==> src/bus_pkg.sv <==
package bus_pkg;

  // ----------------------------------------
  // Request bus geometry
  // ----------------------------------------

  // Byte address width
  localparam int unsigned ADDR_W = 32;

  // One beat carries a full word
  localparam int unsigned DATA_W = 64;

  localparam int unsigned BE_W = DATA_W / 8;

  // Low address bits that pick a byte inside a word
  localparam int unsigned WORD_OFS_W = $clog2(BE_W);

endpackage

==> src/soc_map_pkg.sv <==
package soc_map_pkg;

  // ----------------------------------------
  // Address map
  // ----------------------------------------

  localparam int unsigned REGION_W = 8;
  localparam int unsigned OFFSET_W = bus_pkg::ADDR_W - REGION_W;

  // Target selected by the decoder
  typedef enum logic [2:0] {
    TGT_ROM,
    TGT_CLINT,
    TGT_GPIO,
    TGT_DRAM,
    TGT_NONE
  } region_e;

  // Top byte of the address
  localparam logic [REGION_W-1:0] REGION_ROM   = 8'h00;
  localparam logic [REGION_W-1:0] REGION_CLINT = 8'h02;
  localparam logic [REGION_W-1:0] REGION_GPIO  = 8'h40;
  localparam logic [REGION_W-1:0] REGION_DRAM  = 8'h80;

  localparam logic [OFFSET_W-1:0] ROM_BASE_OFS = 24'h01_0000;
  localparam int unsigned ROM_WORDS  = 8;
  localparam int unsigned ROM_AW     = $clog2(ROM_WORDS);
  localparam int unsigned ROM_BYTES  = ROM_WORDS * bus_pkg::BE_W;
  localparam logic [bus_pkg::ADDR_W-1:0] ROM_BASE_ADDR = {REGION_ROM, ROM_BASE_OFS};

  localparam int unsigned SRAM_WORDS = 1024;
  localparam int unsigned SRAM_AW    = $clog2(SRAM_WORDS);
  localparam int unsigned SRAM_BYTES = SRAM_WORDS * bus_pkg::BE_W;

  // CLINT register offsets, all word aligned
  localparam logic [OFFSET_W-1:0] CLINT_MSIP_OFS     = 24'h00_0000;
  localparam logic [OFFSET_W-1:0] CLINT_MTIMECMP_OFS = 24'h00_4000;
  localparam logic [OFFSET_W-1:0] CLINT_MTIME_OFS    = 24'h00_bff8;

  // Debug requests are held off while boot code runs
  localparam int unsigned DEBUG_HOLDOFF_CYCLES = 64;
  localparam int unsigned HOLDOFF_W = $clog2(DEBUG_HOLDOFF_CYCLES + 1);

  // Boot image, two instructions per word
  localparam logic [bus_pkg::DATA_W-1:0] boot_rom_image [ROM_WORDS] = '{
    64'h0202_8593_0000_0297,
    64'hf140_2573_0105_9593,
    64'h0005_8067_0201_0113,
    64'h1050_0073_0000_0013,
    64'hffdf_f06f_0000_0013,
    64'h0000_0000_0000_0000,
    64'hdead_beef_cafe_f00d,
    64'h8000_0000_0001_0000
  };

  // One address word, read raw or split into region and offset
  typedef struct packed {
    logic [REGION_W-1:0] region;
    logic [OFFSET_W-1:0] offset;
  } soc_addr_fields_t;

  typedef union packed {
    logic [bus_pkg::ADDR_W-1:0] raw;
    soc_addr_fields_t           f;
  } soc_addr_u;

endpackage

==> src/boot_rom.sv <==
`timescale 1ns/1ps

module boot_rom import bus_pkg::*, soc_map_pkg::*; (
  input  logic              clk_i,
  input  logic              req_i,
  input  logic [ADDR_W-1:0] addr_i,
  output logic [DATA_W-1:0] rdata_o
);

  soc_addr_u         a;
  logic [ROM_AW-1:0] idx;

  assign a   = addr_i;
  assign idx = a.raw[WORD_OFS_W +: ROM_AW];

  always_ff @(posedge clk_i) begin
    if (req_i) begin
      rdata_o <= boot_rom_image[idx];
    end
  end

endmodule

==> config.mk <==
export PLATFORM = sky130hd
export DESIGN_NAME = boot_rom
export DESIGN_NICKNAME = d
export VERILOG_FILES = /design/src/bus_pkg.sv /design/src/soc_map_pkg.sv /design/src/boot_rom.sv
export SDC_FILE = /design/constraint.sdc
export NUM_CORES = 1
export LEC_CHECK = 0
export BUFFER_PORTS_ARGS = -buffer_cell sky130_fd_sc_hd__buf_2
export CAP_MARGIN = 20
export CELL_PAD_IN_SITES_DETAIL_PLACEMENT = 1
export CELL_PAD_IN_SITES_GLOBAL_PLACEMENT = 1
export CORE_ASPECT_RATIO = 0.75
export CORE_MARGIN = 2
export CORE_UTILIZATION = 31
export DETAILED_ROUTE_END_ITERATION = 7
export PLACE_DENSITY_LB_ADDON = 0.1
export SLEW_MARGIN = 40
export SYNTH_ARGS = -nofsm -noshare
export SYNTH_HDL_FRONTEND = slang
export SYNTH_SLANG_ARGS = --single-unit
==> constraint.sdc <==
create_clock -name clk_i -period 1.8 [get_ports clk_i]
set_clock_uncertainty 0.15 [all_clocks]
set_input_delay 0.09 -clock clk_i [delete_from_list [all_inputs] [get_ports clk_i]]
set_output_delay 0.09 -clock clk_i [all_outputs]
set_load 0.005 [all_outputs]
==> results.yml <==
sta:
  finalMaxSlewViolations: 0
  fin_crit_ps: 1570
  finalSetupViolations: 0
  setup_tns_ps: 0
  fmax_ghz: 0.6370
  worst_pin_slew_ps: 602.6
  rsz0062_at_grt: "false"
  timing.final.crit_share_pct: 87.21
  relSlewSlack_pct: 59.83
  hold_viol_final: 0
  fin_worst_hold_slack_ps: 47.18
global_routing:
  antenna_found_initial: 0
  grtUsageMet1_pct: 11.94
  top_usage_layer: "met2"
  grt_start_max_net_pins: 27
  grt.overflow.total: 0
  grtUsageMet2_pct: 16.93
  grtUsageMet3_pct: 3.869
  grt_pass1_vias: 750
  track_usage_pct: 9.854
  grt_pass1_wl_um: 3594
clocking:
  clk_pin_slew_ps: 90
  cts-resized-gates: 0
  cts_buffers: 3
  root_buffer: "clkbuf_8"
  cts_sinks: 26
  cts_buffer_depth: 2
  h-tree-depth: 1
  cts_tree: "done"
power:
  p_leak_nw: 0.7524
  power.density_nw_per_um2: 935.7
  switching_share_pct: 21.65
  p_comb_share_pct: 13.0
  power_frac_seq_pct: 52.7
  vdd_drop_max_v: 0.0004423
  clock_power_share_pct: 34.2
  p_int_w: 0.001110
  switchingPower_w: 0.0003067
setup_path:
  path_cells: "dlygate4sd3_1, buf_2, inv_1, ha_1, nor2b_1, a21o_1"
  worstPathRequired_ps: 1680
  cpPeakStageDelay_ps: 520
  worstPathArrival_ps: 1450
  cp_slowest_cell: "dlygate4sd3_1"
  worstSetupEndpointType: "flop"
  critPathMaxFanout: 6
  start_kind: "input port"
  path_buf_inv: 3
  path_delay_family: "buffers and inverters"
  crit_type: "in2reg"
finish:
  final_cell_area_um2: 1514
  utilization_pct: 37.12
  diodes: 0
  layout.nets: 181
  syn2layout_area_growth_pct: 14.04
  drive_above_1_share_pct: 48.20
  top_regs: "rdata_o: 26 flops"
  largest_reg_flops: 26
  regMostFlops: "rdata_o"
route:
  drt-total-wl_um: 2358
  vias: 748
  ant_nets: 0
  firstDrtPassIters: 2
  routed_via_density: 3.856
  route.detailed.drc: 0
  drt_iter0_drc: 19
  wl_per_cell_um: 12.15
yosys:
  ys_types: 16
  syn-cell-area_um2: 1328
  synth_seq_area_share_pct: 58.81
  synth_area_per_cell_um2: 12.52
  yosysTopAreaCellShare_pct: 58.81
  ys.warnings.count: 0
  ys_seq_elements: 26
  netlist_top_cells_area: "edfxtp_1, buf_4, ha_1"
  yosysTopAreaCell: "edfxtp_1"
  netlist_instances: 106
place:
  hpwl_um: 1711
  placed_area_um2: 1433
  port-buffer-count: 62
  place_congestion: 0.6785
floorplanning:
  die_y_um: 60.67
  start_util_pct: 32.55
  rows: 20
  die_w_um: 79.57
  pin_count: 98
  dieArea_um2: 4827
  core_um2: 4079
hold_path:
  hold_path_class: "in2reg"
status:
  status: "finished clean"
flow_run:
  max_cap_viol_count: 0
[metal layers]
layer  wire length (um)  share of wire, %
met5                  0                 0
met4                 13              0.55
met3                195               8.3
met2               1128                48
met1               1020                43
[metrics by stage]
stage / std cells / power, W / setup WS [ps]
after floorplan: 111 / 0.0009027 / 692.5
after global placement: 189 / 0.0009444 / 376.2
after detailed placement: 189 / 0.0009507 / 367.8
after CTS: 194 / 0.001442 / 225.3
after global routing: 194 / 0.001487 / 164.0
final: 194 / 0.001417 / 230.2
[cell usage in the layout (no fill, tap or decap)]
cell type	Yosys	final
clkbuf_8	0	3
a21boi_0	1	1
nor2b_1	1	1
nand2b_1	4	4
nand2_1	8	8
nor2_1	2	2
inv_1	9	9
o21ai_0	3	3
a21boi_1	1	1
edfxtp_1	26	26
conb_1	1	6
bufinv_16	0	1
ha_1	7	7
mux2i_1	1	1
buf_2	0	62
xor2_1	1	1
a21o_1	1	1
inv_2	1	1
dlygate4sd3_1	0	1
[area by class of cell]
| class | count | area (um2) |
|---|---|---|
| clock buffers | 3 | 41.29 |
| clock inverters | 1 | 30.03 |
| fillers | 465 | 2565 |
| inverters | 10 | 37.54 |
| multi-input cells | 36 | 235.2 |
| flip-flops and latches | 26 | 780.7 |
| well taps | 55 | 68.82 |
| repair buffers | 63 | 320.3 |
[cell usage after synthesis (all sizes together)]
cell    instances
a21boi          2
a21o            1
buf            39
conb            1
edfxtp         26
ha              7
inv            10
mux2i           1
nand2           8
nand2b          4
nor2            2
nor2b           1
o21ai           3
xor2            1
[power groups by stage]
stage | registers, W | logic, W | clock network [W]
global placement | 0.000759 | 0.000185 | 0
floorplan | 0.000771 | 0.000132 | 0
finish | 0.000747 | 0.000184 | 0.000485
detailed placement | 0.000763 | 0.000187 | 0
global route | 0.000756 | 0.000210 | 0.000521
CTS | 0.000750 | 0.000190 | 0.000502
[cell families after synthesis]
group	count (synthesis)	synth area share, %
buf+inv	49	24.88
flops	26	58.81
simple gates	15	5.184
fa+ha+maj	7	6.597
compound gates	6	2.828
other cells	1	0.2825
xor+xnor	1	0.6599
mux	1	0.7540
[final timing paths]
kind	from	to	depth (start not counted)
setup / recovery	addr_i[4]	rdata_o[16]$_DFFE_PP_	6
hold / removal	addr_i[3]	rdata_o[33]$_SDFFCE_PN1P_	2
[repair_timing]
action / in CTS / in global routing
buffers inserted: 0 / 0
hold endpoints to repair: 1 / 0
hold buffers: 1 / 0
Note: power is estimated with default switching activity, not from simulation.
