File: src/bus_pkg.sv
package bus_pkg;

  // ----------------------------------------
  // Request bus geometry
  // ----------------------------------------

  // Byte address width
  localparam int unsigned ADDR_W = 32;

  // One beat carries a full word
  localparam int unsigned DATA_W = 64;

  localparam int unsigned BE_W = DATA_W / 8;

  // Low address bits that pick a byte inside a word
  localparam int unsigned WORD_OFS_W = $clog2(BE_W);

endpackage

File: src/soc_map_pkg.sv
package soc_map_pkg;

  // ----------------------------------------
  // Address map
  // ----------------------------------------

  localparam int unsigned REGION_W = 8;
  localparam int unsigned OFFSET_W = bus_pkg::ADDR_W - REGION_W;

  // Target selected by the decoder
  typedef enum logic [2:0] {
    TGT_ROM,
    TGT_CLINT,
    TGT_GPIO,
    TGT_DRAM,
    TGT_NONE
  } region_e;

  // Top byte of the address
  localparam logic [REGION_W-1:0] REGION_ROM   = 8'h00;
  localparam logic [REGION_W-1:0] REGION_CLINT = 8'h02;
  localparam logic [REGION_W-1:0] REGION_GPIO  = 8'h40;
  localparam logic [REGION_W-1:0] REGION_DRAM  = 8'h80;

  localparam logic [OFFSET_W-1:0] ROM_BASE_OFS = 24'h01_0000;
  localparam int unsigned ROM_WORDS  = 8;
  localparam int unsigned ROM_AW     = $clog2(ROM_WORDS);
  localparam int unsigned ROM_BYTES  = ROM_WORDS * bus_pkg::BE_W;
  localparam logic [bus_pkg::ADDR_W-1:0] ROM_BASE_ADDR = {REGION_ROM, ROM_BASE_OFS};

  localparam int unsigned SRAM_WORDS = 1024;
  localparam int unsigned SRAM_AW    = $clog2(SRAM_WORDS);
  localparam int unsigned SRAM_BYTES = SRAM_WORDS * bus_pkg::BE_W;

  // CLINT register offsets, all word aligned
  localparam logic [OFFSET_W-1:0] CLINT_MSIP_OFS     = 24'h00_0000;
  localparam logic [OFFSET_W-1:0] CLINT_MTIMECMP_OFS = 24'h00_4000;
  localparam logic [OFFSET_W-1:0] CLINT_MTIME_OFS    = 24'h00_bff8;

  // Debug requests are held off while boot code runs
  localparam int unsigned DEBUG_HOLDOFF_CYCLES = 64;
  localparam int unsigned HOLDOFF_W = $clog2(DEBUG_HOLDOFF_CYCLES + 1);

  // Boot image, two instructions per word
  localparam logic [bus_pkg::DATA_W-1:0] boot_rom_image [ROM_WORDS] = '{
    64'h0202_8593_0000_0297,
    64'hf140_2573_0105_9593,
    64'h0005_8067_0201_0113,
    64'h1050_0073_0000_0013,
    64'hffdf_f06f_0000_0013,
    64'h0000_0000_0000_0000,
    64'hdead_beef_cafe_f00d,
    64'h8000_0000_0001_0000
  };

  // One address word, read raw or split into region and offset
  typedef struct packed {
    logic [REGION_W-1:0] region;
    logic [OFFSET_W-1:0] offset;
  } soc_addr_fields_t;

  typedef union packed {
    logic [bus_pkg::ADDR_W-1:0] raw;
    soc_addr_fields_t           f;
  } soc_addr_u;

endpackage

File: src/debug_gate.sv
`timescale 1ns/1ps

module debug_gate import soc_map_pkg::*; (
  input  logic clk_i,
  input  logic rst_ni,
  input  logic debug_req_i,
  input  logic debug_enable_i,
  output logic debug_req_o
);

  logic [HOLDOFF_W-1:0] cnt_q;
  logic                 holdoff;

  assign holdoff = (cnt_q != '0);

  // Only power-on reloads the window, a debug reset does not
  always_ff @(posedge clk_i or negedge rst_ni) begin
    if (!rst_ni) begin
      cnt_q <= HOLDOFF_W'(DEBUG_HOLDOFF_CYCLES);
    end else if (holdoff) begin
      cnt_q <= cnt_q - 1'b1;
    end
  end

  assign debug_req_o = ~holdoff & debug_enable_i & debug_req_i;

endmodule

File: config.mk
export PLATFORM = sky130hd
export DESIGN_NAME = debug_gate
export DESIGN_NICKNAME = d
export VERILOG_FILES = /design/src/bus_pkg.sv /design/src/soc_map_pkg.sv /design/src/debug_gate.sv
export SDC_FILE = /design/constraint.sdc
export NUM_CORES = 1
export LEC_CHECK = 0
export BUFFER_PORTS_ARGS = -buffer_cell sky130_fd_sc_hd__buf_2
export CAP_MARGIN = 20
export CORE_AREA = 2 2 39 41
export CTS_BUF_LIST = sky130_fd_sc_hd__clkbuf_8
export CTS_CLUSTER_SIZE = 25
export DETAILED_ROUTE_END_ITERATION = 8
export DIE_AREA = 0 0 41 43
export HOLD_SLACK_MARGIN = 0.02
export PLACE_DENSITY = 0.44
export SLEW_MARGIN = 15
export SYNTH_ARGS = -nofsm -noshare
export SYNTH_HDL_FRONTEND = slang
export SYNTH_SLANG_ARGS = --single-unit
export TNS_END_PERCENT = 5
File: constraint.sdc
create_clock -name clk_i -period 3.7 [get_ports clk_i]
set_input_delay 0.925 -clock clk_i [delete_from_list [all_inputs] [get_ports clk_i]]
set_output_delay 0.925 -clock clk_i [all_outputs]
set_load 0.02 [all_outputs]
==> flow_summary_export.csv <==
group,metric,value,unit
layout,layout_commonest_cell,"sky130_fd_sc_hd__dfrtp_1",
cts,cts.sink_count,7,
cts,cts_inserted_buffers,3,
global_route,grt_start_max_net_pins,8,
logic_synthesis,post-synth-top-area-fraction,0.408,
status,outcome,"finished, final reports clean",
layout,registers.top_by_ff_count,"cnt_q",
global_route,grtUsageTotal,0.0935,
cts,cts_root_buffer,"sky130_fd_sc_hd__clkbuf_8",
power,power.density,403,nW/um2
placed_design,numPlacedInstances,51,
critical_path,crit_family,"simple AND/OR/NAND/NOR gates",
cts,cts_resized,0,
die,die_h,43,um
critical_path,critical_path.endpoint_type,"output pin",
cts,cts-root-to-sink-buffers,2,
cts,hold_buffers,0,
logic_synthesis,synth_sequential_area_ratio,0.480,
critical_path,cpPeakStageDelay,0.42,ns
die,die_w,41,um
timing,unrepaired_setup_endpoints_after_global_routing,"false",
layout,drive_above_1_share,0.333,
critical_path,slowest_stage_cell_cp,"sky130_fd_sc_hd__or3_4",
die,io_pins,5,
critical_path,critical_path_class,"reg2out",
global_route,grt_first_pass_wirelength,1030,um
timing,worst_pin_slew,0.395,ns
die,start_util,0.266,
die,die-area,1760,um2
logic_synthesis,synthCells,31,
routing,avgRoutedWirePerCell,9.76,um
timing,timing.fmax,0.367,GHz
layout,layout.core_utilization,0.327,
timing,post-route-min-period,2.72,ns
routing,drt_iter0_drc,2,
power,vdd.ir_drop.worst,0.181,mV
critical_path,path_cells,"or3_4 -> nor4b_4 -> and3_2 -> buf_2",
layout,largest_register_ffs,7,
logic_synthesis,synth.yosys.warnings,0,
logic_synthesis,yosys.cell_types.count,14,
critical_path,worst-endpoint-required,2.77,ns
critical_path,crit_path_start,"cnt_q[4]$_DFFE_PN0P_",
logic_synthesis,syn_area,368,um2
die,core-area,1380,um2
cts,cts-htree-levels,1,
layout,finalNonFillerCells,55,
power,leakage,0.233,nW
routing,post_drt_via_cell_ratio,4.31,
logic_synthesis,ffs_latches_synth,7,
critical_path,critPathLaunchType,"register",
timing,timing.hold.ws,0.523,ns
die,placement_rows,14,
timing,finalSetupTns,0,ns
logic_synthesis,netlist.top_cell.by_area,"sky130_fd_sc_hd__dfrtp_1",
critical_path,critical_path.reg2reg.startpoint,"cnt_q[4]$_DFFE_PN0P_",
timing,final_hold_viol_count,0,
layout,largestRegisters,"cnt_q (7)",
logic_synthesis,syn_area_per_cell,11.9,um2
global_route,grt_remaining_overflow,0,
critical_path,worstPathArrival,1.80,ns
timing,setup_violations,0,
timing,skew,0.000316,ns
placed_design,dp.final_hpwl,440,um
global_route,first_global_vias,261,
routing,routed_wirelength,537,um
job,maxCapViolCount,0,
logic_synthesis,yosys-top-cells-area,"sky130_fd_sc_hd__dfrtp_1, sky130_fd_sc_hd__xnor2_1, sky130_fd_sc_hd__dfstp_2",
layout,syn2layout_area_growth,23.1,%
layout,final_cell_mix,"sky130_fd_sc_hd__dfrtp_1, sky130_fd_sc_hd__inv_1, sky130_fd_sc_hd__xnor2_1, sky130_fd_sc_hd__nor2_1, sky130_fd_sc_hd__buf_2",
routing,drc,0,
logic_synthesis,postSynthNetCount,37,
critical_path,timing.critical_path.buf_inv,1,
timing,layout_worst_path_cycle_share,0.735,
timing,report.final.slew_viol_count,0,
cts,cts_setup_buffers,0,
routing,detailedRoute.firstPassIterationCount,2,
placed_design,final_weighted_congestion_in_routability_driven_placement,0.709,
timing,max_slew_margin,0.736,
global_route,grt_antenna_before_repair,0,
min_path,hold_path.class,"in2async",
cts,cts_tree,"built",
layout,design.final.nets,46,
routing,vias_post_dr,237,
cts,worstSkewPairLatency,0.22,ns
routing,ant_nets,0,
layout,final_instance_area,453,um2
cts,cts.reportedPaths.clkPinSlew,0.04,ns
critical_path,cp_max_fo,6,
layout,insertedDiodeCount,0,
placed_design,place.port_buffers,4,
placed_design,postPlaceCellArea,408,um2
==> final timing paths <==
path | to | slack (ns) | depth (start not counted)
worst max-delay path | debug_req_o | 0.98 | 4
worst max register to register | cnt_q[1]$_DFFE_PN0P_ | 2.20 | 3
max in group asynchronous | cnt_q[6]$_DFFE_PN1P_ | 2.95 | 1
worst min register to register | cnt_q[0]$_DFFE_PN0P_ | 0.52 | 1
worst min-delay path | cnt_q[2]$_DFFE_PN0P_ | 0.52 | 1
min in group clk_i | cnt_q[0]$_DFFE_PN0P_ | 0.52 | 1
==> routing by layer <==
layer / share of wire / global-route usage
met5: 0 / 0
met4: 0.045 / 0.100
met1: 0.41 / 0.0836
met3: 0.047 / 0.0314
met2: 0.50 / 0.144
==> worst reg2reg max path: stages (launching register included) <==
cell and delay (ns):
sky130_fd_sc_hd__dfrtp_1 0.39, sky130_fd_sc_hd__or3_4 0.42, sky130_fd_sc_hd__nor4b_4 0.38, sky130_fd_sc_hd__mux2i_1 0.23
==> cell usage after synthesis <==
master                    instances
sky130_fd_sc_hd__nor3_1           2
sky130_fd_sc_hd__inv_1            3
sky130_fd_sc_hd__nor3b_1          2
sky130_fd_sc_hd__or3_4            1
sky130_fd_sc_hd__xnor2_1          4
sky130_fd_sc_hd__mux2i_1          1
sky130_fd_sc_hd__nor2_1           4
sky130_fd_sc_hd__ha_1             2
sky130_fd_sc_hd__nor4b_4          1
sky130_fd_sc_hd__a21oi_1          1
sky130_fd_sc_hd__dfstp_2          1
sky130_fd_sc_hd__and3_2           1
sky130_fd_sc_hd__mux2_2           2
sky130_fd_sc_hd__dfrtp_1          6
==> per-stage QoR <==
stage / power, mW / setup WS, ns
after floorplan: 0.0793 / 1.36
after CTS: 0.186 / 0.964
after global routing: 0.189 / 0.884
final: 0.182 / 0.979
after detailed placement: 0.0825 / 1.21
after global placement: 0.0824 / 1.22
==> where the power goes <==
part	total (mW)	switching, mW	internal, mW	leakage (nW)
Combinational	0.00438	0.00252	0.00186	0.112
Clock	0.101	0.0296	0.0714	0.0269
Sequential	0.0770	0	0.0770	0.0942
Total	0.182	0.0321	0.150	0.233
==> area by class of cell <==
type,instances,area [um2]
Clock buffer,3,41.3
Fill cell,149,931
Clock inverter,1,3.75
Inverter,3,11.3
Multi-Input combinational cell,21,180
Tap cell,16,20.0
Timing Repair Buffer,4,20.0
Sequential cell,7,176
==> cell families (layout without fill, tap and decap cells) <==
logic type | after synthesis | after routing | synth area share
buffers and inverters | 3 | 11 | 0.0306
DFF | 7 | 7 | 0.480
and+or+nand+nor | 11 | 11 | 0.224
xor gates and xnor gates | 4 | 4 | 0.0952
adders and majority gates | 2 | 2 | 0.0680
muxes | 3 | 3 | 0.0884
AOI/OAI and AO/OA | 1 | 1 | 0.0136
Power figures use the tool's default switching activity.
