==> src/bus_pkg.sv <==
package bus_pkg;

  // ----------------------------------------
  // Request bus geometry
  // ----------------------------------------

  // Byte address width
  localparam int unsigned ADDR_W = 32;

  // One beat carries a full word
  localparam int unsigned DATA_W = 64;

  localparam int unsigned BE_W = DATA_W / 8;

  // Low address bits that pick a byte inside a word
  localparam int unsigned WORD_OFS_W = $clog2(BE_W);

endpackage

==> src/soc_map_pkg.sv <==
package soc_map_pkg;

  // ----------------------------------------
  // Address map
  // ----------------------------------------

  localparam int unsigned REGION_W = 8;
  localparam int unsigned OFFSET_W = bus_pkg::ADDR_W - REGION_W;

  // Target selected by the decoder
  typedef enum logic [2:0] {
    TGT_ROM,
    TGT_CLINT,
    TGT_GPIO,
    TGT_DRAM,
    TGT_NONE
  } region_e;

  // Top byte of the address
  localparam logic [REGION_W-1:0] REGION_ROM   = 8'h00;
  localparam logic [REGION_W-1:0] REGION_CLINT = 8'h02;
  localparam logic [REGION_W-1:0] REGION_GPIO  = 8'h40;
  localparam logic [REGION_W-1:0] REGION_DRAM  = 8'h80;

  localparam logic [OFFSET_W-1:0] ROM_BASE_OFS = 24'h01_0000;
  localparam int unsigned ROM_WORDS  = 8;
  localparam int unsigned ROM_AW     = $clog2(ROM_WORDS);
  localparam int unsigned ROM_BYTES  = ROM_WORDS * bus_pkg::BE_W;
  localparam logic [bus_pkg::ADDR_W-1:0] ROM_BASE_ADDR = {REGION_ROM, ROM_BASE_OFS};

  localparam int unsigned SRAM_WORDS = 1024;
  localparam int unsigned SRAM_AW    = $clog2(SRAM_WORDS);
  localparam int unsigned SRAM_BYTES = SRAM_WORDS * bus_pkg::BE_W;

  // CLINT register offsets, all word aligned
  localparam logic [OFFSET_W-1:0] CLINT_MSIP_OFS     = 24'h00_0000;
  localparam logic [OFFSET_W-1:0] CLINT_MTIMECMP_OFS = 24'h00_4000;
  localparam logic [OFFSET_W-1:0] CLINT_MTIME_OFS    = 24'h00_bff8;

  // Debug requests are held off while boot code runs
  localparam int unsigned DEBUG_HOLDOFF_CYCLES = 64;
  localparam int unsigned HOLDOFF_W = $clog2(DEBUG_HOLDOFF_CYCLES + 1);

  // Boot image, two instructions per word
  localparam logic [bus_pkg::DATA_W-1:0] boot_rom_image [ROM_WORDS] = '{
    64'h0202_8593_0000_0297,
    64'hf140_2573_0105_9593,
    64'h0005_8067_0201_0113,
    64'h1050_0073_0000_0013,
    64'hffdf_f06f_0000_0013,
    64'h0000_0000_0000_0000,
    64'hdead_beef_cafe_f00d,
    64'h8000_0000_0001_0000
  };

  // One address word, read raw or split into region and offset
  typedef struct packed {
    logic [REGION_W-1:0] region;
    logic [OFFSET_W-1:0] offset;
  } soc_addr_fields_t;

  typedef union packed {
    logic [bus_pkg::ADDR_W-1:0] raw;
    soc_addr_fields_t           f;
  } soc_addr_u;

endpackage

==> src/addr_decode.sv <==
`timescale 1ns/1ps

module addr_decode import bus_pkg::*, soc_map_pkg::*; (
  input  logic              clk_i,
  input  logic              rst_ni,
  input  logic              req_i,
  input  logic              we_i,
  input  logic [ADDR_W-1:0] addr_i,
  input  logic [DATA_W-1:0] rom_rdata_i,
  input  logic [DATA_W-1:0] sram_rdata_i,
  input  logic [DATA_W-1:0] clint_rdata_i,
  output logic              rom_req_o,
  output logic              sram_req_o,
  output logic              clint_req_o,
  output logic              rvalid_o,
  output logic [DATA_W-1:0] rdata_o,
  output logic              err_o
);

  soc_addr_u a;
  region_e   region;
  logic      rom_hit;
  logic      clint_hit;
  logic      dram_hit;
  logic      in_range;

  region_e   region_q;
  logic      rvalid_q;
  logic      err_q;
  logic      rd_q;

  assign a = addr_i;

  // ----------------------------------------
  // Request side
  // ----------------------------------------

  assign rom_hit  = (a.raw >= ROM_BASE_ADDR) && (a.raw < ROM_BASE_ADDR + ROM_BYTES);
  assign dram_hit = a.f.offset < SRAM_BYTES;

  // Low bits select a byte and are ignored
  assign clint_hit =
    (a.f.offset[OFFSET_W-1:WORD_OFS_W] == CLINT_MSIP_OFS[OFFSET_W-1:WORD_OFS_W]) ||
    (a.f.offset[OFFSET_W-1:WORD_OFS_W] == CLINT_MTIMECMP_OFS[OFFSET_W-1:WORD_OFS_W]) ||
    (a.f.offset[OFFSET_W-1:WORD_OFS_W] == CLINT_MTIME_OFS[OFFSET_W-1:WORD_OFS_W]);

  always_comb begin
    case (a.f.region)
      REGION_ROM:   region = TGT_ROM;
      REGION_CLINT: region = TGT_CLINT;
      REGION_GPIO:  region = TGT_GPIO;
      REGION_DRAM:  region = TGT_DRAM;
      default:      region = TGT_NONE;
    endcase
  end

  // GPIO has no target behind it
  always_comb begin
    case (region)
      TGT_ROM:   in_range = rom_hit;
      TGT_CLINT: in_range = clint_hit;
      TGT_DRAM:  in_range = dram_hit;
      default:   in_range = 1'b0;
    endcase
  end

  assign rom_req_o   = req_i & in_range & (region == TGT_ROM);
  assign sram_req_o  = req_i & in_range & (region == TGT_DRAM);
  assign clint_req_o = req_i & in_range & (region == TGT_CLINT);

  // ----------------------------------------
  // Response side
  // ----------------------------------------

  always_ff @(posedge clk_i or negedge rst_ni) begin
    if (!rst_ni) begin
      rvalid_q <= 1'b0;
      err_q    <= 1'b0;
      rd_q     <= 1'b0;
      region_q <= TGT_NONE;
    end else begin
      rvalid_q <= req_i;
      err_q    <= req_i & ~in_range;
      rd_q     <= req_i & ~we_i;
      region_q <= region;
    end
  end

  always_comb begin
    rdata_o = '0;
    if (rvalid_q && rd_q && !err_q) begin
      case (region_q)
        TGT_ROM:   rdata_o = rom_rdata_i;
        TGT_CLINT: rdata_o = clint_rdata_i;
        TGT_DRAM:  rdata_o = sram_rdata_i;
        default:   rdata_o = '0;
      endcase
    end
  end

  assign rvalid_o = rvalid_q;
  assign err_o    = err_q;

endmodule

==> config.mk <==
export PLATFORM = sky130hd
export DESIGN_NAME = addr_decode
export DESIGN_NICKNAME = d
export VERILOG_FILES = /design/src/bus_pkg.sv /design/src/soc_map_pkg.sv /design/src/addr_decode.sv
export SDC_FILE = /design/constraint.sdc
export NUM_CORES = 1
export LEC_CHECK = 0
export BUFFER_PORTS_ARGS = -buffer_cell sky130_fd_sc_hd__buf_4
export CORE_AREA = 4 4 113 115
export CTS_CLUSTER_DIAMETER = 120
export CTS_CLUSTER_SIZE = 40
export DETAILED_ROUTE_END_ITERATION = 10
export DIE_AREA = 0 0 117 119
export PLACE_DENSITY = 0.54
export SETUP_SLACK_MARGIN = 0.15
export SYNTH_ARGS = -nofsm -noshare
export SYNTH_HDL_FRONTEND = slang
export SYNTH_SLANG_ARGS = --single-unit
==> constraint.sdc <==
create_clock -name clk_i -period 6.84 [get_ports clk_i]
set_input_delay 1.368 -clock clk_i [delete_from_list [all_inputs] [get_ports clk_i]]
set_output_delay 1.368 -clock clk_i [all_outputs]
set_load 0.01 [all_outputs]
==> results of run 1 <==
how the worst min path moves through the flow:
stage           start            endpoint  slack (ps)
2_1_floorplan  rst_ni     err_o$_DFF_PN0_        1070
3_3_place_gp   rst_ni  rvalid_o$_DFF_PN0_        1170
3_5_place_dp   rst_ni     err_o$_DFF_PN0_        1180
4_1_cts        rst_ni     err_o$_DFF_PN0_         940
5_1_grt        rst_ni     err_o$_DFF_PN0_         940
6_report       rst_ni     err_o$_DFF_PN0_         940
cell families (layout without fill, tap and decap cells):
group | after synthesis | count (layout) | share of synthesized area, %
simple gates | 163 | 163 | 34.5
compound gates | 76 | 76 | 20.3
mux | 64 | 64 | 31.3
flops | 6 | 6 | 7.39
xor+xnor | 2 | 2 | 0.855
buf+inv | 31 | 304 | 5.68
power by group through the flow:
stage	clock, mW	combinational [mW]	sequential [mW]
6_report	0.0966	0.147	0.0386
5_1_grt	0.101	0.162	0.0388
4_1_cts	0.0984	0.148	0.0386
3_5_place_dp	0	0.147	0.0390
3_3_place_gp	0	0.144	0.0389
2_1_floorplan	0	0.0389	0.0380
cell usage in the layout, fill, tap and decap left out, types with 2 or more instances in the layout:
master	instances
a2111oi_1	3
a211oi_1	3
a21oi_1	65
buf_4	297
clkbuf_16	3
dfrtp_1	3
inv_1	3
mux2i_1	64
nand2_1	3
nand3_1	2
nand4_1	6
nand4b_1	2
nor2_1	135
nor2b_1	2
nor4_1	5
or4_4	2
xnor2_1	2
routing by layer:
| metal | vias to the layer above | track usage [%] | share of wire, % |
|---|---|---|---|
| met5 | - | 0 | 0 |
| met4 | 0 | 2.22 | 0.97 |
| met3 | 8 | 2.34 | 8.4 |
| met2 | 155 | 28.3 | 52 |
| met1 | 1547 | 17.2 | 39 |
| li1 | 1737 | - | - |
sequential cells by signal (all words and copies together), names as in the netlist:
register	flops
region_q	3
rvalid_o	1
rd_q	1
err_o	1
critical path, stage by stage:
cell and delay [ps]:
buf_4 120, or4_4 540, or4_4 560, a21o_1 200, a2111oi_1 360, buf_4 190
synthesized netlist by cell type (3+ instances only):
cell / count
inv_1: 3
nand4_1: 6
a21oi_1: 65
dfrtp_1: 5
nor2_1: 135
a2111oi_1: 3
mux2i_1: 64
nand2_1: 3
clkbuf_1: 20
a211oi_1: 3
buf_1: 8
nor4_1: 5
cell type report:
type / count / area (um2)
tap: 147 / 184
clock buffer: 4 / 78.8
fill: 1258 / 7350
inverter: 3 / 11.3
sequential: 6 / 156
multi-input combinational: 305 / 1800
timing repair buffer: 297 / 2230
metrics by stage:
| step | instance area (um2) | utilization [%] |
|---|---|---|
| 6_report | 4460 | 37.8 |
| 5_1_grt | 4460 | 37.8 |
| 4_1_cts | 4460 | 37.8 |
| 3_5_place_dp | 4380 | 37.1 |
| 3_3_place_gp | 4380 | 37.1 |
| 2_1_floorplan | 2050 | - |
==> summary.md, run 1 <==
| Metric | Value |
|---|---|
| Post-synth EDFFs | `0` |
| Sum Neg Setup Slack | `0 ps` |
| Logic pwr share | `52.1%` |
| DRT antenna net count | `0` |
| Dpl cells | `758` |
| Cell Count, Final, Fillers Out | `762` |
| Max-cap violations | `0` |
| Mapped Cells | `342` |
| Register share of total power | `13.7%` |
| Synth top area share | `31.3%` |
| Rows | `40` |
| Vias per cell | `4.52` |
| Top cells by area, synth | `mux2i_1, nor2_1, a21oi_1` |
| VDD IR max | `0.0693 mV` |
| PostCTS Resize Cnt | `0` |
| Clock root cell | `clkbuf_16` |
| Final number of max-transition violations | `0` |
| CTS tree | `built` |
| Biggest area consumer among synthesized cells | `mux2i_1` |
| DPL Wire Length | `9510 um` |
| Final hold viol count | `0` |
| Category of the critical setup timing path | `primary input to output port` |
| Post-synthesis async set-or-reset flop share | `100%` |
| Initial antenna violation count | `0` |
| Max clock buf depth | `2` |
| Mapped Avg Cell Area | `5.99 um2` |
| Netlist cell types | `29` |
| Core ar. | `11800 um2` |
| Die ar. | `13900 um2` |
| First-pass GRT wire length | `16800 um` |
| Die H | `119 um` |
| Worst Tran Pin Value | `833 ps` |
| Static Leak | `2.11 nW` |
| Outcome | `completed` |
| Reg clk slew, reported paths | `30 ps` |
| Critical path origin | `addr_i[18]` |
| WL/cell | `15.5 um` |
| Final nets | `844` |
| Worst EP required | `5470 ps` |
| WP data arrival | `3340 ps` |
| Sw Ratio | `23.5%` |
| CTS Sinks | `6` |
| Hold Buf Count CTS | `0` |
| Setup Fix Bufs, Post-CTS | `0` |
| Power share of the clock group | `34.2%` |
| Worst setup margin | `2140 ps` |
| Vias in the first global route | `3322` |
| Layout area overhead | `118%` |
| Mapped Nets | `570` |
| Remaining Overflow, GRT | `0` |
| Gr usage total | `14.8%` |
| Total CTS buffers | `3` |
| Total power | `282 uW` |
| Headroom to the max-slew limit | `44.5%` |
| #FFs+latches synth | `6` |
| # DRC | `0` |
| GP Congestion | `0.812` |
| Max Clock Freq | `213 MHz` |
| Register area share after synthesis | `7.39%` |
| CP startpoint kind | `primary input` |
| Initial DRC count | `157` |
| Hold crit path type | `primary input to asynchronous set/reset pin` |
| Ys Warns | `0` |
| Synthesized area | `2050 um2` |
| CP Capture Type | `output port` |
| TritonRoute pass-1 iters | `4` |
| I/O pin total | `297` |
| Power Density | `63.2 nW/um2` |
| Switching power | `66.3 uW` |
| Antenna diodes | `0` |
| Largest net degree at the start of global routing | `45` |
| Final Setup Violations | `0` |
| Number of buffers added on ports | `293` |
| Routed via count | `3447` |
| Worst-path maximum fanout | `3` |
| Unrepaired setup endpoints after global routing | `no` |
| Post-layout min period | `4700 ps` |
| Setup WS pre-CTS | `2160 ps` |
| Initial Utilization | `17.4%` |
| Final WL | `11800 um` |
| CP endpoint | `sram_req_o` |
| WHS | `937 ps` |
| Final Cycle Share | `68.8%` |
| Ys flop type | `dfrtp_1` |
| H-tree depth | `1` |
| Die width | `117 um` |
| Share of post-route cells with drive strength above 1 | `50.2%` |
| Internal Pwr Total | `216 uW` |
(Power assumes the default switching activity.)
==> run 2, diff against run 1 <==
--- a/config.mk
+++ b/config.mk
@@ -5,13 +5,14 @@
 export SDC_FILE = /design/constraint.sdc
 export NUM_CORES = 1
 export LEC_CHECK = 0
+export ABC_AREA = 1
 export BUFFER_PORTS_ARGS = -buffer_cell sky130_fd_sc_hd__buf_4
 export CORE_AREA = 4 4 113 115
 export CTS_CLUSTER_DIAMETER = 120
 export CTS_CLUSTER_SIZE = 40
 export DETAILED_ROUTE_END_ITERATION = 10
 export DIE_AREA = 0 0 117 119
-export PLACE_DENSITY = 0.54
+export PLACE_DENSITY = 0.56
 export SETUP_SLACK_MARGIN = 0.15
 export SYNTH_ARGS = -nofsm -noshare
 export SYNTH_HDL_FRONTEND = slang
==> constraint.sdc (replaced) <==
create_clock -name clk_i -period 4.4 [get_ports clk_i]
set_input_delay 0.88 -clock clk_i [delete_from_list [all_inputs] [get_ports clk_i]]
set_output_delay 0.88 -clock clk_i [all_outputs]
set_load 0.01 [all_outputs]
==> run 2 against run 1 <==
Against the previous run: cell count increased by 21%; setup slack got worse by 570 ps; largest cell class unchanged; clock-buffer cell count unchanged; critical path depth increased by 1.
==> summary.md, run 2 <==
| Metric | Value |
|---|---|
| Critical path's slowest cell | `nor2_8 (was or4_4)` |
| Remaining Overflow, GRT | `0 (unchanged)` |
| PostCTS Resize Cnt | `0 (unchanged)` |
| Post-synth top cells | `nand2_1, inv_1, nand3_1 (was nor2_1, a21oi_1, mux2i_1)` |
| Initial DRC count | `173 (was 157)` |
| Post-synth EDFFs | `0 (unchanged)` |
| H-tree depth | `1 (unchanged)` |
| Most frequent cells in the layout | `buf_4, nand2_1, inv_1 (was buf_4, nor2_1, a21oi_1)` |
| VDD IR max | `0.108 mV (was 0.0693 mV)` |
| WP data arrival | `1950 ps (was 3340 ps)` |
| Layout area overhead | `100% (was 118%)` |
| Core ar. | `11800 um2 (unchanged)` |
| Share of post-route cells with drive strength above 1 | `41.0% (was 50.2%)` |
| CTS Sinks | `6 (unchanged)` |
| # DRC | `0 (unchanged)` |
| Top cells by area, synth | `nand2_1, nand3_1, inv_1 (was mux2i_1, nor2_1, a21oi_1)` |
| Commonest non-fill, non-tap cell in the layout | `buf_4 (unchanged)` |
| Final hold viol count | `0 (unchanged)` |
| Post-layout min period | `2830 ps` |
| TritonRoute pass-1 iters | `4 (unchanged)` |
| WL/cell | `13.5 um (was 15.5 um)` |
| Initial Utilization | `19.4% (was 17.4%)` |
| Outcome | `completed (unchanged)` |
| Crit path cell chain | `nand2_1 > nor2_8 > nand2_1 > nand3_1 > nand2_1 > inv_1 > buf_4 (was buf_4 > or4_4 > or4_4 > a21o_1 > a2111oi_1 > buf_4)` |
| Post-synthesis async set-or-reset flop share | `100% (unchanged)` |
| Most used cell, CP | `nand2_1` |
| Unrepaired setup endpoints after global routing | `no (unchanged)` |
| Routed via count | `3864 (was 3447)` |
| CTS tree | `built (unchanged)` |
| Sum Neg Setup Slack | `0 ps (unchanged)` |
| Largest net degree at the start of global routing | `65 (was 45)` |
| CP Capture Type | `output port (unchanged)` |
| Final Cycle Share | `64.3%` |
| DRT antenna net count | `0 (unchanged)` |
| Biggest area consumer among synthesized cells | `nand2_1 (was mux2i_1)` |
| Final WL | `12500 um (was 11800 um)` |
| I/O pin total | `297 (unchanged)` |
| Gr usage total | `16.3% (was 14.8%)` |
| Ys Warns | `0 (unchanged)` |
| Synth top area share | `45.7% (was 31.3%)` |
| Final Setup Violations | `0 (unchanged)` |
| Static Leak | `2.95 nW (was 2.11 nW)` |
| Power Density | `85.8 nW/um2 (was 63.2 nW/um2)` |
| Category of the critical setup timing path | `flop to output port (was primary input to output port)` |
| Hold crit path type | `primary input to asynchronous set/reset pin (unchanged)` |
| Mapped Avg Cell Area | `4.58 um2 (was 5.99 um2)` |
| Total CTS buffers | `3 (unchanged)` |
| Max-cap violations | `0 (unchanged)` |
| Ys flop type | `dfrtp_1 (unchanged)` |
| Worst EP required | `3520 ps (was 5470 ps)` |
| Max FFs per register | `3 (unchanged)` |
| Clock root cell | `clkbuf_16 (unchanged)` |
| Final number of max-transition violations | `0 (unchanged)` |
| Most frequent cell after synthesis | `nand2_1 (was nor2_1)` |
| Die width | `117 um (unchanged)` |
| Biggest register | `region_q (unchanged)` |
| Number of buffers added on ports | `293 (unchanged)` |
| Vias in the first global route | `3664 (was 3322)` |
| Die H | `119 um (unchanged)` |
| Antenna diodes | `0 (unchanged)` |
| Hold Buf Count CTS | `0 (unchanged)` |
| Mapped Nets | `728 (was 570)` |
| Final nets | `1005 (was 844)` |
| CP startpoint kind | `flop (was primary input)` |
| Initial antenna violation count | `1 (was 0)` |
| Rows | `40 (unchanged)` |
| Filler instances | `1414 (was 1258)` |
| Worst Tran Pin Value | `896 ps (was 833 ps)` |
| Largest stage delay on the critical path | `690 ps (was 560 ps)` |
| Mapped Cells | `500 (was 342)` |
| Synthesized area | `2290 um2 (was 2050 um2)` |
| GP Congestion | `0.836 (was 0.812)` |
| Max clock buf depth | `2 (unchanged)` |
| Netlist cell types | `24 (was 29)` |
| Vias per cell | `4.19 (was 4.52)` |
| Headroom to the max-slew limit | `40.3% (was 44.5%)` |
| Final core occ | `38.9% (was 37.8%)` |
| DPL Wire Length | `10000 um (was 9510 um)` |
| Max Clock Freq | `353 MHz` |
| Register area share after synthesis | `6.61% (was 7.39%)` |
| Worst-path maximum fanout | `64 (was 3)` |
| #FFs+latches synth | `6 (unchanged)` |
| First-pass GRT wire length | `18300 um (was 16800 um)` |
| Setup Fix Bufs, Post-CTS | `0 (unchanged)` |
| Die ar. | `13900 um2 (unchanged)` |
| Reg clk slew, reported paths | `40 ps (was 30 ps)` |
-- run 2: changes by cell type in the layout (fill, tap and decap cells not counted), moves of 3 or more --
cell       before  now
a2111oi_1       3    0
nand4_1         6    1
a21oi_1        65    1
nor2_2          0    4
nand3_1         2   67
inv_1           3   76
nor4_1          5    0
a211oi_1        3    0
nor2_4          0    4
mux2i_1        64    0
nor2_1        135   25
nand2_1         3  279
-- run 2: layout make-up --
class	instances	area (um2)	area share, %
sequential	6	151	3.30
timing repair buffer	296	2220	48.4
tap	147	184	4.01
multi-input combinational	391	1660	36.1
clock buffer	4	78.8	1.72
inverter	79	299	6.51
-- run 2: kinds of logic (layout without fill, tap and decap cells) --
family	count (synthesis)	after routing	share of synthesized area, %
AO/OA/AOI/OAI	3	3	0.983
buffers and inverters	103	379	21.4
flip-flops	6	6	6.61
AND/OR/NAND/NOR	388	388	71.0
-- run 2: metal layers --
metal  wire length, um  track usage, %  vias up  share of wire, %
met5                13               0        -              0.10
met4               178            2.51        2               1.4
met3              1490            4.83       13                12
met2              6200            30.4      198                50
met1              4610            18.3     1622                37
li1                  -               -     2029                 -
-- run 2: critical path: cells and delay by family, from the launching register on --
family	cells	cell delay (ps)
AND/OR/NAND/NOR	5	1100
buffers and inverters	2	220
flip-flops	1	350
-- run 2: path summary, 6_finish.rpt --
check                                 startpoint                     to  slack, ps  cells past startpoint
worst max-delay path       region_q[0]$_DFF_PN0_            rdata_o[50]       1570                      7
max in group asynchronous                 rst_ni  region_q[2]$_DFF_PN1_       3750                      1
min in group clk_i                         req_i     rvalid_o$_DFF_PN0_        780                      1
worst min-delay path                      rst_ni        err_o$_DFF_PN0_        450                      1
-- run 2: metrics by stage --
stage | setup WS (ps) | power [mW] | hold WS, ps | instances | cell area (um2)
floorplan | 1830 | 0.0810 | 584 | 500 | 2290
global placement | 1570 | 0.242 | 689 | 919 | 4510
detailed placement | 1580 | 0.244 | 689 | 919 | 4510
CTS | 1500 | 0.397 | 448 | 923 | 4590
global route | 1330 | 0.418 | 448 | 923 | 4590
finish | 1570 | 0.394 | 447 | 923 | 4590
-- run 2: report_power, final --
group | switching [mW] | leakage (nW) | total, mW | internal [mW]
clock network | 0.0320 | 0.0382 | 0.152 | 0.120
logic | 0.0511 | 2.83 | 0.183 | 0.132
registers | 0.00110 | 0.0746 | 0.0584 | 0.0573
total | 0.0842 | 2.95 | 0.394 | 0.310
